[config.mk]
export PLATFORM = sky130hd
export DESIGN_NAME = bp_dma_mem_top
export DESIGN_NICKNAME = d
export VERILOG_FILES = /design/src/source/bp_dma_pkg.sv /design/src/source/bp_dma_mem_top.sv /design/src/source/mem_bus_arbiter.sv /design/src/source/dma_burst_engine.sv
export SDC_FILE = /design/constraint.sdc
export NUM_CORES = 1
export LEC_CHECK = 0
export BUFFER_PORTS_ARGS = -buffer_cell sky130_fd_sc_hd__buf_2
export CAP_MARGIN = 20
export CORE_ASPECT_RATIO = 0.75
export CORE_MARGIN = 2
export CORE_UTILIZATION = 38
export DETAILED_ROUTE_END_ITERATION = 8
export GPL_TIMING_DRIVEN = 0
export PLACE_DENSITY_LB_ADDON = 0.25
export SLEW_MARGIN = 40
export SYNTH_ARGS = -nofsm -noshare
export SYNTH_HDL_FRONTEND = slang
export SYNTH_HIERARCHICAL = 1
export SYNTH_SLANG_ARGS = --single-unit
[constraint.sdc]
create_clock -name clk_i -period 6.65 [get_ports clk_i]
set_input_delay 1.6625 -clock clk_i [delete_from_list [all_inputs] [get_ports clk_i]]
set_output_delay 1.6625 -clock clk_i [all_outputs]
set_load 0.1 [all_outputs]
[src/source/bp_dma_pkg.sv]
/* Widths, burst and bank constants, word typedefs and the
   burst engine state encoding */

package bp_dma_pkg;

   localparam int l2_banks_c    = 2;
   localparam int burst_len_c   = 4;
   localparam int fill_width_c  = 32;
   localparam int daddr_width_c = 14;

   localparam int bank_width_c  = $clog2(l2_banks_c);
   localparam int beat_width_c  = $clog2(burst_len_c);
   localparam int paddr_width_c = daddr_width_c + bank_width_c;

   // Block part of a bank-local address, above the beat bits
   localparam int blk_width_c   = daddr_width_c - beat_width_c;

   typedef logic [daddr_width_c-1:0] daddr_t;
   typedef logic [paddr_width_c-1:0] paddr_t;
   typedef logic [fill_width_c-1:0]  fill_t;
   typedef logic [bank_width_c-1:0]  bank_id_t;
   typedef logic [beat_width_c-1:0]  beat_cnt_t;
   typedef logic [blk_width_c-1:0]   blk_addr_t;

   typedef enum logic [2:0]
   {
      e_idle,
      e_wait_grant,
      e_write_beat,
      e_read_issue,
      e_read_capture,
      e_read_hold,
      e_release
   } engine_state_e;

endpackage
[src/source/bp_dma_mem_top.sv]
/* Two cache bank DMA burst engines sharing one RAM-style memory port */

module bp_dma_mem_top
  (input                                                      clk_i
   , input                                                    rst_n_i

   // Cache bank DMA ports, indexed by bank
   , input        [bp_dma_pkg::l2_banks_c-1:0]                pkt_v_i
   , input        [bp_dma_pkg::l2_banks_c-1:0]                pkt_write_not_read_i
   , input  bp_dma_pkg::daddr_t [bp_dma_pkg::l2_banks_c-1:0]  pkt_addr_i
   , output logic [bp_dma_pkg::l2_banks_c-1:0]                pkt_yumi_o

   , input        [bp_dma_pkg::l2_banks_c-1:0]                wdata_v_i
   , input  bp_dma_pkg::fill_t  [bp_dma_pkg::l2_banks_c-1:0]  wdata_i
   , output logic [bp_dma_pkg::l2_banks_c-1:0]                wdata_yumi_o

   , output logic [bp_dma_pkg::l2_banks_c-1:0]                rdata_v_o
   , output bp_dma_pkg::fill_t  [bp_dma_pkg::l2_banks_c-1:0]  rdata_o
   , input        [bp_dma_pkg::l2_banks_c-1:0]                rdata_ready_i

   // Memory port
   , output logic                                             mem_v_o
   , output logic                                             mem_w_o
   , output bp_dma_pkg::paddr_t                               mem_addr_o
   , output bp_dma_pkg::fill_t                                mem_wdata_o
   , input  bp_dma_pkg::fill_t                                mem_rdata_i
   );

   import bp_dma_pkg::*;

   logic   [l2_banks_c-1:0] bus_req;
   logic   [l2_banks_c-1:0] bus_gnt;
   logic   [l2_banks_c-1:0] bus_v;
   logic   [l2_banks_c-1:0] bus_w;
   paddr_t [l2_banks_c-1:0] bus_addr;
   fill_t  [l2_banks_c-1:0] bus_wdata;

   dma_burst_engine engine_0
     (.clk_i(clk_i)
      ,.rst_n_i(rst_n_i)
      ,.bank_id_i(bank_id_t'(0))
      ,.pkt_v_i(pkt_v_i[0])
      ,.pkt_write_not_read_i(pkt_write_not_read_i[0])
      ,.pkt_addr_i(pkt_addr_i[0])
      ,.pkt_yumi_o(pkt_yumi_o[0])
      ,.wdata_v_i(wdata_v_i[0])
      ,.wdata_i(wdata_i[0])
      ,.wdata_yumi_o(wdata_yumi_o[0])
      ,.rdata_v_o(rdata_v_o[0])
      ,.rdata_o(rdata_o[0])
      ,.rdata_ready_i(rdata_ready_i[0])
      ,.bus_req_o(bus_req[0])
      ,.bus_gnt_i(bus_gnt[0])
      ,.bus_v_o(bus_v[0])
      ,.bus_w_o(bus_w[0])
      ,.bus_addr_o(bus_addr[0])
      ,.bus_wdata_o(bus_wdata[0])
      ,.bus_rdata_i(mem_rdata_i)
      );

   dma_burst_engine engine_1
     (.clk_i(clk_i)
      ,.rst_n_i(rst_n_i)
      ,.bank_id_i(bank_id_t'(1))
      ,.pkt_v_i(pkt_v_i[1])
      ,.pkt_write_not_read_i(pkt_write_not_read_i[1])
      ,.pkt_addr_i(pkt_addr_i[1])
      ,.pkt_yumi_o(pkt_yumi_o[1])
      ,.wdata_v_i(wdata_v_i[1])
      ,.wdata_i(wdata_i[1])
      ,.wdata_yumi_o(wdata_yumi_o[1])
      ,.rdata_v_o(rdata_v_o[1])
      ,.rdata_o(rdata_o[1])
      ,.rdata_ready_i(rdata_ready_i[1])
      ,.bus_req_o(bus_req[1])
      ,.bus_gnt_i(bus_gnt[1])
      ,.bus_v_o(bus_v[1])
      ,.bus_w_o(bus_w[1])
      ,.bus_addr_o(bus_addr[1])
      ,.bus_wdata_o(bus_wdata[1])
      ,.bus_rdata_i(mem_rdata_i)
      );

   mem_bus_arbiter arbiter
     (.clk_i(clk_i)
      ,.rst_n_i(rst_n_i)
      ,.req_i(bus_req)
      ,.gnt_o(bus_gnt)
      ,.bus_v_i(bus_v)
      ,.bus_w_i(bus_w)
      ,.bus_addr_i(bus_addr)
      ,.bus_wdata_i(bus_wdata)
      ,.mem_v_o(mem_v_o)
      ,.mem_w_o(mem_w_o)
      ,.mem_addr_o(mem_addr_o)
      ,.mem_wdata_o(mem_wdata_o)
      );

endmodule

[src/source/mem_bus_arbiter.sv]
/* Round-robin owner of the shared memory bus and the mux of the
   engine bus signals onto the memory port */

module mem_bus_arbiter
  (input                                                     clk_i
   , input                                                   rst_n_i

   , input        [bp_dma_pkg::l2_banks_c-1:0]               req_i
   , output logic [bp_dma_pkg::l2_banks_c-1:0]               gnt_o

   , input        [bp_dma_pkg::l2_banks_c-1:0]               bus_v_i
   , input        [bp_dma_pkg::l2_banks_c-1:0]               bus_w_i
   , input  bp_dma_pkg::paddr_t [bp_dma_pkg::l2_banks_c-1:0] bus_addr_i
   , input  bp_dma_pkg::fill_t  [bp_dma_pkg::l2_banks_c-1:0] bus_wdata_i

   , output logic                                            mem_v_o
   , output logic                                            mem_w_o
   , output bp_dma_pkg::paddr_t                              mem_addr_o
   , output bp_dma_pkg::fill_t                               mem_wdata_o
   );

   import bp_dma_pkg::*;

   logic [l2_banks_c-1:0] gnt_r;
   logic [l2_banks_c-1:0] gnt_n;
   bank_id_t              last_r;
   bank_id_t              last_n;
   bank_id_t              holder;
   bank_id_t              other;
   logic                  busy;

   assign busy   = (gnt_r != '0);
   assign holder = bank_id_t'(gnt_r[1]);
   assign other  = last_r + 1'b1;

   always_comb
   begin
      gnt_n  = gnt_r;
      last_n = last_r;
      if (busy)
      begin
         // Holder keeps the bus until its request drops
         if (!req_i[holder])
            gnt_n = '0;
      end
      else if (req_i != '0)
      begin
         gnt_n = '0;
         if (req_i[other])
         begin
            gnt_n[other] = 1'b1;
            last_n       = other;
         end
         else
         begin
            gnt_n[last_r] = 1'b1;
         end
      end
   end

   always_ff @(posedge clk_i)
   begin
      if (!rst_n_i)
      begin
         gnt_r  <= '0;
         // Bank 0 goes first out of reset
         last_r <= bank_id_t'(l2_banks_c - 1);
      end
      else
      begin
         gnt_r  <= gnt_n;
         last_r <= last_n;
      end
   end

   assign gnt_o = gnt_r;

   assign mem_v_o     = busy & bus_v_i[holder];
   assign mem_w_o     = bus_w_i[holder];
   assign mem_addr_o  = bus_addr_i[holder];
   assign mem_wdata_o = bus_wdata_i[holder];

endmodule

[src/source/dma_burst_engine.sv]
/* Per-bank DMA burst engine: packet intake, bank interleave decode
   and single-word accesses on the shared memory bus */

module dma_burst_engine
  (input                            clk_i
   , input                          rst_n_i

   , input  bp_dma_pkg::bank_id_t   bank_id_i

   // DMA packet from the cache bank
   , input                          pkt_v_i
   , input                          pkt_write_not_read_i
   , input  bp_dma_pkg::daddr_t     pkt_addr_i
   , output logic                   pkt_yumi_o

   // Write data from the cache bank
   , input                          wdata_v_i
   , input  bp_dma_pkg::fill_t      wdata_i
   , output logic                   wdata_yumi_o

   // Read data to the cache bank
   , output logic                   rdata_v_o
   , output bp_dma_pkg::fill_t      rdata_o
   , input                          rdata_ready_i

   // Shared bus side
   , output logic                   bus_req_o
   , input                          bus_gnt_i
   , output logic                   bus_v_o
   , output logic                   bus_w_o
   , output bp_dma_pkg::paddr_t     bus_addr_o
   , output bp_dma_pkg::fill_t      bus_wdata_o
   , input  bp_dma_pkg::fill_t      bus_rdata_i
   );

   import bp_dma_pkg::*;

   engine_state_e state_r;
   engine_state_e state_n;
   beat_cnt_t     beat_r;
   beat_cnt_t     beat_n;
   logic          last_beat;

   logic          write_r;
   blk_addr_t     blk_r;
   fill_t         rdata_r;

   assign last_beat = (beat_r == beat_cnt_t'(burst_len_c - 1));

   always_comb
   begin
      state_n = state_r;
      beat_n  = beat_r;
      case (state_r)
         e_idle:
         begin
            if (pkt_v_i)
               state_n = e_wait_grant;
         end
         e_wait_grant:
         begin
            beat_n = '0;
            if (bus_gnt_i)
            begin
               if (write_r)
                  state_n = e_write_beat;
               else
                  state_n = e_read_issue;
            end
         end
         e_write_beat:
         begin
            // One word per cycle, stall while the bank has no data
            if (wdata_v_i)
            begin
               beat_n = beat_r + 1'b1;
               if (last_beat)
                  state_n = e_release;
            end
         end
         e_read_issue:
         begin
            state_n = e_read_capture;
         end
         e_read_capture:
         begin
            state_n = e_read_hold;
         end
         e_read_hold:
         begin
            if (rdata_ready_i)
            begin
               beat_n = beat_r + 1'b1;
               if (last_beat)
                  state_n = e_release;
               else
                  state_n = e_read_issue;
            end
         end
         e_release:
         begin
            state_n = e_idle;
         end
         default:
         begin
            state_n = e_idle;
         end
      endcase
   end

   always_ff @(posedge clk_i)
   begin
      if (!rst_n_i)
      begin
         state_r <= e_idle;
         beat_r  <= '0;
      end
      else
      begin
         state_r <= state_n;
         beat_r  <= beat_n;
      end
   end

   // Packet fields and the returned word
   always_ff @(posedge clk_i)
   begin
      if (pkt_yumi_o)
      begin
         write_r <= pkt_write_not_read_i;
         blk_r   <= pkt_addr_i[daddr_width_c-1:beat_width_c];
      end
      // Read data lands one cycle after the strobe
      if (state_r == e_read_capture)
         rdata_r <= bus_rdata_i;
   end

   assign pkt_yumi_o   = (state_r == e_idle) & pkt_v_i;
   assign wdata_yumi_o = (state_r == e_write_beat) & wdata_v_i;

   assign rdata_v_o = (state_r == e_read_hold);
   assign rdata_o   = rdata_r;

   // Request drops in e_release so the arbiter frees the bus
   assign bus_req_o = (state_r != e_idle) && (state_r != e_release);

   assign bus_v_o = ((state_r == e_write_beat) & wdata_v_i)
                    | (state_r == e_read_issue);
   assign bus_w_o = (state_r == e_write_beat);

   // Undo the bank interleave: block bits, bank index, beat
   assign bus_addr_o  = {blk_r, bank_id_i, beat_r};
   assign bus_wdata_o = wdata_i;

endmodule

### Yosys cells after proc, flatten, opt, wreduce, memory -nomap -nowiden

Index checks and enable logic that the tools add are counted.

* add/sub/neg operators: 3
* order comparisons: 5
* eq/ne operators: 25
* muxes and demuxes: 42
* bitwise gates (word level): 8
* reductions and logical operators: 19

Operators with widths (count)
* two-way mux 32 bit: 2
* two-way mux 3 bit: 12
* case mux 3 bit (6 select lines): 2
* two-way mux 15 bit: 2
* != test 2 bit (second input constant): 9
* two-way mux 2 bit: 8
* equality test 3 x 2 -> 1 bit (second input constant): 4
* equality test 3 bit (second input constant): 4
* two-way mux 1 bit: 12
* case mux 2 bit (3 select lines): 2
* nonzero test 3 bit: 4
* AND reduction 5 bit: 2
* AND reduction 3 bit: 3
* equality test 3 x 1 -> 1 bit (second input constant): 2
* zero test 3 bit: 2
* < comparator 1 x 2 -> 1 bit (second input constant): 3
* != test 3 bit (second input constant): 2
* nonzero test 2 bit: 3
* AND 1 bit: 5
* adder 2 x 1 -> 2 bit (second input constant): 2
* equality test 2 bit (second input constant): 2
* logical AND 1 bit: 4
* != test 2 x 1 -> 1 bit (second input constant): 2
* demux 1 bit (select 1 bit): 2
* other kinds (5): 7

* flip-flop bits (word level): 103
* bits of input ports: 134
* output and inout port bits: 119

### Depth between registers and ports, before layout

* depth in word-level cells: 8
* gate-level depth with buffers: 6
* mapped depth without buffers: 4

### Modules after synthesis

Netlist, hierarchy kept.

Modules (own cells, without submodules)
* dma_burst_engine: instances 2, cells each 134, area each 2048.2 um2
* mem_bus_arbiter: instances 1, cells each 70, area each 716.9 um2
* bp_dma_mem_top: instances 1, cells each 2, area each 7.5 um2

### Worst setup path after synthesis

No wires, ideal clock.

* path kind: in2out
* from: in pkt_v_i[0] (netlist bit)
* to: out pkt_yumi_o[0] (netlist bit)
* arrival time: 4950 ps
* path slack: 38 ps
* stages: 2
* buffers on the path: 0
* cell sequence: nor2b_1 > nor3b_1

* word-level cells in the longest chain between the ends: 1

Ends and longest elaborated chain
* from (decl): line bp_dma_mem_top.sv:8 `, input [bp_dma_pkg::l2_banks_c-1:0] pkt_v_i`
* AND 1 bit: line dma_burst_engine.sv:138 `assign pkt_yumi_o = (state_r == e_idle) & pkt_v_i;`
* to (decl): line bp_dma_mem_top.sv:11 `, output logic [bp_dma_pkg::l2_banks_c-1:0] pkt_yumi_o`

Every way passes these cells.

### Worst setup path in the final report

Ends and elaborated chain as after synthesis.

==> impl_metrics.yaml <==
synthesis:
  ys_warn_count: 6
  synth_cells: 340
  syn_area_um2: 4821
  postSynthAreaPerCell_um2: 14.18
  synth_seq_cells: 103
  synth_ff_type: "edfxtp_1"
  ys_types: 35
  ys_async_sr_fraction_pct: 0
  synth-edff-count: 90
  seq_area_frac_synth_pct: 61.46
  syn_nets: 476
global_route:
  grt_pass1_wl_um: 16230
  grt_max_degree: 20
  antenna_found_initial: 0
  grt_overflow: 0
  first_global_vias: 3146
  grtUsageTotal_pct: 15.41
route:
  antenna_left: 0
  vias_per_cell: 4.574
  first_pass_iters: 4
  drtIter0Drc: 141
  wirelength_um: 10660
  wl_per_cell_um: 14.97
  num_vias: 3257
  drc: 0
clock_tree:
  cts_tree: "done"
  cts_hold_buf: 0
  insertion_delay_ns: 0.34
  post_cts_buffers: 0
  clock-root-buffer: "clkbuf_16"
  clk_pin_slew_ns: 0.07
  h-tree-depth: 3
  cts-root-to-sink-buffers: 2
  numCtsBuffers: 9
  cts_sinks: 103
  post_cts_resized: 0
sta:
  slew_viol_final: 0
  post-route-period-util_pct: 69.25
  max_freq_mhz: 217.1
  finalSetupViolCount: 0
  slew_headroom_pct: 58.76
  hold_viol: 0
  period_needed_ns: 4.605
  rsz0062_at_grt: "false"
  setup_tns_ns: 0
  tightest_slew_ns: 0.6171
  fin_skew_ns: 0.008071
placed_design:
  place_area_um2: 6057
  dp_hpwl_um: 8277
  place_congestion: 0.7766
  io_buffers: 184
hold_path:
  worstHoldStart: "engine_0/beat_r[1]$_SDFFE_PN0P_"
  holdPathStages: 2
  holdPathEnd: "engine_0/beat_r[1]$_SDFFE_PN0P_"
  min_path_type: "reg2reg"
pwr:
  ir_worst_vdd_mv: 0.2187
  cellLeakagePower_nw: 2.712
  p_per_area_nw_per_um2: 274.1
setup_path:
  crit_path_max_incr_delay_ns: 0.44
  cp_cell_sequence: "buf_2, nor2b_1, nor3b_2, buf_4, buf_4, buf_2"
  r2r-end: "engine_0/rdata_o[3]$_DFFE_PP_"
  cp-start-kind: "input port"
  reg2reg_slack_ns: 5.00
  cp_max_fo: 8
  end_kind: "output port"
  critPathKind: "in2out"
  cp.arrival_ns: 2.94
  crit_slowest_cell: "buf_2"
  crit_required_ns: 4.99
  rr_startpoint: "engine_0/state_r[0]$_SDFFE_PN0P_"
  rr_worst_depth: 4
final_layout:
  fin_area_um2: 6366
  area_growth_pct: 32.05
  antenna_cells_inserted: 0
  drive_gt1_share_pct: 62.64
  nets: 677
floorplan:
  dieWidth_um: 134.1
  boundaryPins: 253
  dieArea_um2: 13610
  die_h_um: 101.5
  start_util_pct: 39.04
  num_rows: 35
  core_area_um2: 12350
run_status:
  outcome: "completed"
flow_run:
  maxCapViolCount: 0
[power breakdown]
part	leakage, nW	switching (W)	internal (W)	total [W]
clock network	0.154	0.000238	0.000300	0.000538
logic	1.63	0.000348	0.000122	0.000470
registers	0.930	0.00000961	0.000727	0.000737
[worst max path at each step]
stage,start,to,slack (ns),cells past startpoint
finish,pkt_v_i[0],pkt_yumi_o[0],2.04,6
global route,pkt_v_i[0],pkt_yumi_o[0],1.95,6
CTS,pkt_v_i[0],pkt_yumi_o[0],2.01,6
detailed placement,pkt_v_i[0],pkt_yumi_o[0],2.02,6
global placement,pkt_v_i[0],pkt_yumi_o[0],0.55,4
floorplan,pkt_v_i[0],pkt_yumi_o[0],0.04,2
[per-stage QoR]
stage / setup slack (ns) / hold WS [ns] / utilization (%) / std cells / power, W
after floorplan: 0.03774 / 0.4737 / - / 340 / 0.001144
after global placement: 0.5471 / 0.4980 / 48.18 / 690 / 0.001214
after detailed placement: 2.021 / 0.5065 / 49.05 / 696 / 0.001224
after CTS: 2.006 / 0.5172 / 51.55 / 712 / 0.001767
after global routing: 1.950 / 0.5413 / 51.55 / 712 / 0.001817
final: 2.045 / 0.5182 / 51.55 / 712 / 0.001745
[synth_stat cells (all sizes together) (3+ instances only)]
| library cell | number | share of area, % |
|---|---|---|
| mux2 | 48 | 11 |
| edfxtp | 90 | 56 |
| nor2b | 6 | 0.78 |
| o21ba | 4 | 0.83 |
| nor3b | 4 | 0.62 |
| nand3b | 4 | 0.62 |
| buf | 80 | 12 |
| o211ai | 5 | 0.78 |
| a21oi | 11 | 1.1 |
| nor2 | 12 | 0.93 |
| nand2b | 12 | 1.6 |
| nand2 | 13 | 1.0 |
| inv | 3 | 0.23 |
| o21a | 4 | 0.62 |
| dfxtp | 13 | 5.4 |
| o21ai | 4 | 0.42 |
[kinds of logic (layout without fill, tap and decap cells)]
kind of cell	Yosys count	in the layout	synth area share [%]
AND/OR/NAND/NOR	64	64	8.435
AO/OA/AOI/OAI	36	36	5.139
adder cells (fa/ha/maj)	2	2	0.5190
other	2	2	0.1558
flip-flops	103	103	61.46
buffers and inverters	83	289	12.67
multiplexers	50	50	11.63
[state kept, by name, summed over array words and instances (netlist names)]
signal	flops
engine_0/write_r	1
engine_0/blk_r	12
engine_0/state_r	3
arbiter/last_r	1
engine_1/beat_r	2
arbiter/gnt_o	2
engine_0/beat_r	2
engine_1/blk_r	12
engine_1/state_r	3
engine_0/rdata_o	32
engine_1/write_r	1
engine_1/rdata_o	32
[final cells by class]
cell class,count,area (um^2)
fill,1075,5983
inverter,3,11.26
buffer,80,599.3
clock inverter,7,83.83
tap,166,207.7
timing repair buffer,190,1003
sequential,103,2963
clock buffer,9,225.2
multi-input combinational,154,1272
[layout by cell type, fill, tap and decap left out, types with 3 or more instances in the layout]
master,count
clkbuf_16,9
nand3b_1,4
mux2_2,48
buf_2,190
inv_1,3
a21oi_1,11
nor2_1,10
o21a_1,4
o211ai_1,5
edfxtp_1,90
dfxtp_1,13
nor2b_1,6
nand2b_1,12
nand2_1,13
buf_6,3
buf_4,75
[metal layers]
metal | wire length (um) | GRT usage, % | part of all wire, %
met5 | 0 | 0 | 0
met4 | 91 | 3.725 | 0.85
met2 | 5477 | 25.40 | 51
met1 | 4310 | 19.63 | 40
met3 | 778 | 5.556 | 7.3
[critical path: cells and delay by family]
kind	cells	cell delay, ns
buffers and inverters	4	0.90
AND/OR/NAND/NOR	2	0.37
Power figures use the tool's default switching activity.
